===== src/verilog/bp_defs.svh =====
// Width and size macros shared by the branch predictor RTL and its testbench

`ifndef BP_DEFS_SVH
`define BP_DEFS_SVH

// Address width of the fetch and execute PCs
`define BP_XLEN 32

// Number of direct-mapped BTB entries
// The index is taken from the PC word bits, so this should stay a power of two
`define BP_BTB_ENTRIES 32

// Width of the global history register
// The pattern table holds 2**BP_GHR_BITS counters, so this is also its index width
`define BP_GHR_BITS 5

`endif


===== src/verilog/bp_pkg.sv =====
// Branch predictor package with the kind enum, BTB entry, counter type and opcode decode

`include "bp_defs.svh"

package bp_pkg;

    // What the BTB remembers about the instruction at a tagged PC
    // NONE still allocates an entry but never redirects fetch
    typedef enum logic [1:0] {
        KIND_NONE   = 2'b00,
        KIND_JUMP   = 2'b01,
        KIND_BRANCH = 2'b10
    } branch_kind_e;

    // One BTB entry
    // The tag is the full PC, so aliasing between PCs that share an index never hits
    typedef struct packed {
        logic                valid;
        logic [`BP_XLEN-1:0] tag;
        logic [`BP_XLEN-1:0] target;
        branch_kind_e        kind;
    } btb_entry_t;

    // Two-bit saturating counter where the MSB is the taken prediction
    typedef logic [1:0] counter_t;

    // Weakly taken is the state every counter wakes up in
    localparam counter_t CTR_WEAK_TAKEN = 2'b10;

    // RV32 major opcodes that the predictor cares about
    localparam logic [6:0] OP_JAL    = 7'b1101111;
    localparam logic [6:0] OP_JALR   = 7'b1100111;
    localparam logic [6:0] OP_BRANCH = 7'b1100011;

    // Both jump flavours are unconditional, conditional branches go to the PHT
    function automatic branch_kind_e opcode_to_kind(input logic [6:0] op);
        if (op == OP_JAL || op == OP_JALR) begin
            return KIND_JUMP;
        end else if (op == OP_BRANCH) begin
            return KIND_BRANCH;
        end
        return KIND_NONE;
    endfunction

endpackage


===== src/verilog/bp_update_if.sv =====
// BTB install and PHT training interfaces between the predictor top and its tables
`timescale 1ns/1ps

`include "bp_defs.svh"

interface btb_update_if;
    import bp_pkg::*;

    // One-cycle install strobe with the resolved PC, its target and its kind
    logic                we;
    logic [`BP_XLEN-1:0] pc;
    logic [`BP_XLEN-1:0] target;
    branch_kind_e        kind;

    modport source (output we, pc, target, kind);
    modport sink   (input  we, pc, target, kind);
endinterface

interface pht_train_if #(
    parameter int IDX_BITS = `BP_GHR_BITS
);
    // Train strobe carries the counter index captured at fetch and the real outcome
    logic                train;
    logic [IDX_BITS-1:0] index;
    logic                taken;
    // History clear pulse, which wins over a shift in the same cycle
    logic                ghr_clear;

    modport source (output train, index, taken, ghr_clear);
    modport sink   (input  train, index, taken, ghr_clear);
endinterface


===== src/verilog/branch_predictor.sv =====
// Fetch-stage branch predictor top combining the BTB and the gshare PHT
`timescale 1ns/1ps

`include "bp_defs.svh"

module branch_predictor (
    input  logic                   clk,
    input  logic                   reset_i,
    // Fetch side
    input  logic [`BP_XLEN-1:0]    pc_i,
    output logic [`BP_XLEN-1:0]    target_o,
    output logic                   taken_o,
    // Counter index the fetch stage should carry down to execute
    output logic [`BP_GHR_BITS-1:0] pht_index_o,
    // BTB install from execute
    input  logic                   install_i,
    input  logic [`BP_XLEN-1:0]    install_pc_i,
    input  logic [`BP_XLEN-1:0]    install_target_i,
    input  logic [6:0]             install_op_i,
    // Branch resolution from execute
    input  logic                   resolve_i,
    input  logic                   resolve_taken_i,
    input  logic [`BP_GHR_BITS-1:0] resolve_index_i,
    input  logic                   ghr_clear_i
);
    import bp_pkg::*;

    btb_update_if btb_upd ();
    pht_train_if  pht_trn ();

    logic                btb_hit;
    branch_kind_e        btb_kind;
    logic [`BP_XLEN-1:0] btb_target;
    logic                pht_taken;

    // Install side
    // The opcode is decoded here so the BTB only ever stores a kind
    assign btb_upd.we     = install_i;
    assign btb_upd.pc     = install_pc_i;
    assign btb_upd.target = install_target_i;
    assign btb_upd.kind   = opcode_to_kind(install_op_i);

    // Training side goes straight through to the PHT
    assign pht_trn.train     = resolve_i;
    assign pht_trn.index     = resolve_index_i;
    assign pht_trn.taken     = resolve_taken_i;
    assign pht_trn.ghr_clear = ghr_clear_i;

    branch_target_buffer i_btb (
        .clk      (clk),
        .reset_i  (reset_i),
        .pc_i     (pc_i),
        .upd      (btb_upd),
        .hit_o    (btb_hit),
        .kind_o   (btb_kind),
        .target_o (btb_target)
    );

    gshare_pht i_pht (
        .clk             (clk),
        .reset_i         (reset_i),
        .pc_i            (pc_i),
        .train           (pht_trn),
        .predict_taken_o (pht_taken),
        .index_o         (pht_index_o)
    );

    // Jumps always redirect on a hit
    // Conditional branches redirect only when their counter leans taken
    // A hit on a NONE entry falls through to the sequential PC
    always_comb begin
        taken_o = 1'b0;
        if (btb_hit) begin
            if (btb_kind == KIND_JUMP) begin
                taken_o = 1'b1;
            end else if (btb_kind == KIND_BRANCH) begin
                taken_o = pht_taken;
            end
        end
    end

    // Next fetch address
    assign target_o = taken_o ? btb_target : pc_i + `BP_XLEN'd4;

endmodule


===== src/verilog/branch_target_buffer.sv =====
// Direct-mapped branch target buffer with combinational lookup and clocked install
`timescale 1ns/1ps

`include "bp_defs.svh"

module branch_target_buffer #(
    parameter int ENTRIES = `BP_BTB_ENTRIES
) (
    input  logic                 clk,
    input  logic                 reset_i,
    // Fetch PC to look up in this cycle
    input  logic [`BP_XLEN-1:0]  pc_i,
    // Install port from the execute stage
    btb_update_if.sink           upd,
    output logic                 hit_o,
    output bp_pkg::branch_kind_e kind_o,
    output logic [`BP_XLEN-1:0]  target_o
);
    import bp_pkg::*;

    // Index bits come from the PC just above the two byte-offset bits
    localparam int IDX_BITS = $clog2(ENTRIES);

    // The table of entries
    // An entry takes part in a lookup only while its valid bit is set
    btb_entry_t entries [ENTRIES];

    logic [IDX_BITS-1:0] rd_idx;
    logic [IDX_BITS-1:0] wr_idx;
    btb_entry_t          rd_entry;
    btb_entry_t          wr_entry;

    // Read side index for the current fetch PC
    assign rd_idx = pc_i[IDX_BITS+1:2];

    // Write side index for the PC being installed
    // This is independent of the fetch PC, so fetch and install never collide
    // on a port even when they land in the same entry
    assign wr_idx = upd.pc[IDX_BITS+1:2];

    // Assemble the new entry
    // The tag is the whole install PC, matching what the lookup compares against
    always_comb begin
        wr_entry.valid  = 1'b1;
        wr_entry.tag    = upd.pc;
        wr_entry.target = upd.target;
        wr_entry.kind   = upd.kind;
    end

    // Install path
    // An install simply replaces whatever sits at the index
    // If the same PC is already there this rewrites it with identical tag,
    // and a fresh target takes effect from the next cycle
    always_ff @(posedge clk) begin
        if (reset_i) begin
            // Every slot starts empty so nothing can hit right after reset
            for (int i = 0; i < ENTRIES; i++) begin
                entries[i].valid <= 1'b0;
            end
        end else if (upd.we) begin
            entries[wr_idx] <= wr_entry;
        end
    end

    // Lookup path
    // Purely combinational from pc_i
    // A write in the same cycle is not forwarded, so the old contents are seen
    assign rd_entry = entries[rd_idx];

    // A hit needs a valid slot whose stored PC is exactly the fetch PC
    assign hit_o = rd_entry.valid && (rd_entry.tag == pc_i);

    // Kind and target are passed through raw
    // The top level qualifies them with hit_o before using them
    assign kind_o   = rd_entry.kind;
    assign target_o = rd_entry.target;

endmodule


===== src/verilog/gshare_pht.sv =====
// Gshare pattern history table with global history register and saturating counters
`timescale 1ns/1ps

`include "bp_defs.svh"

module gshare_pht #(
    parameter int GHR_BITS = `BP_GHR_BITS
) (
    input  logic                clk,
    input  logic                reset_i,
    // Fetch PC used to form the read index
    input  logic [`BP_XLEN-1:0] pc_i,
    // Training and history clear from the execute stage
    pht_train_if.sink           train,
    output logic                predict_taken_o,
    output logic [GHR_BITS-1:0] index_o
);
    import bp_pkg::*;

    localparam int PHT_ENTRIES = 1 << GHR_BITS;

    // Global history
    // The newest resolved outcome sits in the MSB and older ones move toward bit 0
    logic [GHR_BITS-1:0] ghr;

    // Counter table, one 2-bit saturating counter per index
    counter_t counters [PHT_ENTRIES];

    logic [GHR_BITS-1:0] rd_idx;

    // Moves a counter one step toward the outcome and holds it at either end
    function automatic counter_t step_counter(input counter_t cur, input logic up);
        counter_t nxt;
        nxt = cur;
        if (up && cur != 2'b11) begin
            nxt = cur + 2'd1;
        end else if (!up && cur != 2'b00) begin
            nxt = cur - 2'd1;
        end
        return nxt;
    endfunction

    // Gshare hashing of the PC word bits with the history
    assign rd_idx  = pc_i[GHR_BITS+1:2] ^ ghr;
    assign index_o = rd_idx;

    // The prediction is just the counter MSB
    // As in the BTB, a train in the same cycle is not forwarded
    assign predict_taken_o = counters[rd_idx][1];

    // Counter training
    // Uses the index that the execute stage carried along, not today's index,
    // because the history has usually moved on since that branch was fetched
    always_ff @(posedge clk) begin
        if (reset_i) begin
            for (int i = 0; i < PHT_ENTRIES; i++) begin
                counters[i] <= CTR_WEAK_TAKEN;
            end
        end else if (train.train) begin
            counters[train.index] <= step_counter(counters[train.index], train.taken);
        end
    end

    // History register
    // A clear pulse beats a shift that arrives on the same edge
    always_ff @(posedge clk) begin
        if (reset_i) begin
            ghr <= '0;
        end else if (train.ghr_clear) begin
            ghr <= '0;
        end else if (train.train) begin
            // Resolved outcome enters at the top
            ghr <= {train.taken, ghr[GHR_BITS-1:1]};
        end
    end

endmodule

===== config.mk =====
export PLATFORM = sky130hd
export DESIGN_NAME = branch_predictor
export DESIGN_NICKNAME = d
export VERILOG_FILES = /design/src/verilog/bp_pkg.sv /design/src/verilog/bp_update_if.sv /design/src/verilog/branch_predictor.sv /design/src/verilog/branch_target_buffer.sv /design/src/verilog/gshare_pht.sv
export VERILOG_INCLUDE_DIRS = /design/src /design/src/verilog
export SDC_FILE = /design/constraint.sdc
export NUM_CORES = 2
export LEC_CHECK = 0
export BUFFER_PORTS_ARGS = -buffer_cell sky130_fd_sc_hd__buf_4
export CAP_MARGIN = 25
export CORE_ASPECT_RATIO = 0.6
export CORE_MARGIN = 2
export CORE_UTILIZATION = 60
export CTS_CLUSTER_SIZE = 10
export DETAILED_ROUTE_END_ITERATION = 12
export PLACE_DENSITY_LB_ADDON = 0.05
export SYNTH_ARGS = -nofsm -noshare
export SYNTH_HDL_FRONTEND = slang
export SYNTH_SLANG_ARGS = --single-unit

===== constraint.sdc =====
create_clock -name clk -period 5.85 [get_ports clk]
set_input_delay 0.585 -clock clk [delete_from_list [all_inputs] [get_ports clk]]
set_output_delay 0.585 -clock clk [all_outputs]
set_load 0.02 [all_outputs]

==> reports/results.tsv <==
metric	value	unit
Critical Path Sink Type	output port	
Mapped Nets	4148	
post-cts sizing count	0	
Design Area, Final	97510	um^2
routed vias	44450	
drt total wl	234.8	mm
crit share post-route	0.9430	
TritonCTS clock tree	built	
Placed Cells incl. Taps	6036	
clock sinks	2213	
fin cells	6338	
CTS Root Cell	clkbuf_16	
max-slew violations	0	
switching share of power	0.2117	
status	completed	
Setup TNS	0	ns
top cell type's share of synthesized area	0.7553	
# IOs	152	
dpl ws	0.4115	ns
f_max	0.1813	GHz
Worst Clk Skew	0.008198	ns
post-DP HPWL	125.1	mm
Synth Instances	4031	
post-synthesis sequential area ratio	0.7638	
min cycle time layout	5.517	ns
Clk pwr share	0.403	
Area growth syn-to-layout	12.71	%
DRT antenna net count	0	
Layout Nets	4489	
worst-path maximum fanout	57	
final setup violation count	0	
Psw	6.876	mW
synth unique cells	70	
largest area contributor in the netlist	edfxtp_1	
CP max-delay cell	buf_8	
first-pass GRT wire length	331.1	mm
Avg Vias per Cell	7.012	
EDFF count, synth	2176	
critical path arrival	4.93	ns
Setup WS post-layout	0.3335	ns
crit start category	primary input	
Setup CP Type	in -> out	
die width	494.2	um
Initial Utilization	0.6068	
Syn Std Cell Area	86510	um^2
Buf/Inv on CP	5	
remaining routing DRC violations	0	
largest net degree at the start of global routing	74	
DP Area	91050	um^2
Most used DFF post-synth	edfxtp_1	
Final Power	32.48	mW
Hold Violations, Final	0	
combinational share of power	0.056	
htree depth	4	
total internal power	25.60	mW
antenna violations before repair	7	
Die H	298.1	um
Flop pwr share	0.541	
measured slew at the worst slew-check pin	1.130	ns
gr usage total	0.3235	
CP delay by family, top	buffers and inverters	
RSZ-0062 raised after global routing	no	
Leak	30.67	nW
cell chain of the critical path	buf_8 > buf_12 > mux4_2 > mux4_2 > o22ai_1 > xnor2_1 > nand2_1 > nor4b_1 > buf_4 > nand4_4 > buf_12 > a211oi_2 > a21oi_1 > buf_4	
Syn Area/Cell	21.46	um^2
Die ar.	147300	um^2
gr ovfl total	0	
total CTS buffers	239	
Hold Path Class	in -> reg	
flops & latches, synth	2213	
Rows	107	
synth warn	0	
Synth async-reset ratio	0	
Core Region	142600	um^2
slowest stage delay, CP	0.54	ns
WL per Instance	37.05	um
layout cells sized above 1	0.2764	
vias in the first global route	43100	
clk buf depth	3	
worst-skew pair later-pin latency	0.84	ns
Crit path required time	5.27	ns
IO buf count	151	
synth top area cells	edfxtp_1 76%, mux4_2 14%, mux2i_1 2.1%	
commonest non-fill, non-tap cell in the layout	edfxtp_1	
Pwr Density	333.1	nW/um^2
worst relative slew slack	0.2468	
drt pass-1 iters	6	
routability cong.	0.8380	
total of max-cap violations	0	
most frequent cells in the layout	2,176 x edfxtp_1, 537 x mux4_2, 282 x buf_4	
clk slew on worst S/H paths	0.06	ns
Starting DRT DRC Count	6900	
VDD IR max	0.0003301	V
==> cells by family after synthesis <==
family                     synth area share
buffers and inverters               0.01513
adders and majority gates         0.0004339
muxes                                0.1609
xor gates and xnor gates           0.005756
DFF                                  0.7638
and+or+nand+nor                     0.02699
AOI/OAI and AO/OA                   0.02694
==> power groups by stage <==
stage               clock network [mW]  registers [mW]  logic [mW]
floorplan                            0            17.9        1.01
global placement                     0            17.9        1.79
detailed placement                   0            17.9        1.80
CTS                               13.2            17.6        1.81
global route                      13.8            17.6        1.91
finish                            13.1            17.6        1.82
==> synthesized netlist by cell type, drive strengths merged (27+ instances only) <==
master	instances
a21oi	58
a22oi	64
nor3	30
and2	33
edfxtp	2176
mux2i	178
a211oi	34
dfxtp	37
clkbuf	100
nand3	50
mux4	537
o22ai	47
inv	42
nand2	109
nor2	92
xor2	32
buf	130
o221ai	27
==> per-stage QoR <==
step,hold slack [ns],utilization
floorplan,0.4380,-
global placement,0.4469,0.6385
detailed placement,0.4520,0.6386
CTS,0.06280,0.6838
global route,0.1237,0.6839
finish,0.1232,0.6839
==> routing by layer <==
metal | vias to the layer above | wire (um) | global-route usage | share of wire
met1 | 23700 | 95890 | 0.5045 | 0.41
met2 | 2900 | 104400 | 0.4587 | 0.44
met3 | 365 | 28370 | 0.08318 | 0.12
li1 | 17470 | - | - | -
met4 | 4 | 6118 | 0.09247 | 0.026
met5 | - | 29 | 0 | 0.00012
==> worst min-delay path, stage by stage <==
cell	delay [ns]
buf_4	0.14
mux2i_1	0.13
nor3_1	0.06
==> final cells by class <==
class | count | area [um^2]
Fill cell | 8840 | 45070
Multi-Input combinational cell | 1546 | 19410
Timing Repair Buffer | 330 | 3019
Inverter | 42 | 167.7
Clock inverter | 12 | 192.7
Antenna cell | 2 | 5.005
Sequential cell | 2213 | 66080
Clock buffer | 286 | 6242
Tap cell | 1907 | 2386
==> state kept, by name (all words and copies together) (netlist names) <==
| name | count |
|---|---|
| i_btb.entries | 2144 |
| i_pht.counters | 64 |
| i_pht.ghr | 5 |
==> final timing paths <==
check                                      startpoint                                  to  slack [ns]  depth (start not counted)
setup / recovery                              pc_i[2]                        target_o[28]        0.33                         14
hold / removal                        resolve_taken_i           i_pht.ghr[4]$_SDFFE_PP0P_        0.12                          3
setup reg to reg  i_pht.counters[20][1]$_SDFFCE_PN1P_  i_pht.counters[2][1]$_SDFFCE_PN1P_        2.34                         10
hold reg to reg    i_btb.entries[12][66]$_SDFFE_PP1P_  i_btb.entries[12][66]$_SDFFE_PP1P_        0.46                          2
==> repair_timing <==
action / 4_1_cts / 5_1_grt
hold buffers: 1 / 0
hold endpoints to repair: 5 / 0
setup endpoints to repair: 0 / 0
setup buffers: 0 / 0
Power figures use the tool's default switching activity.
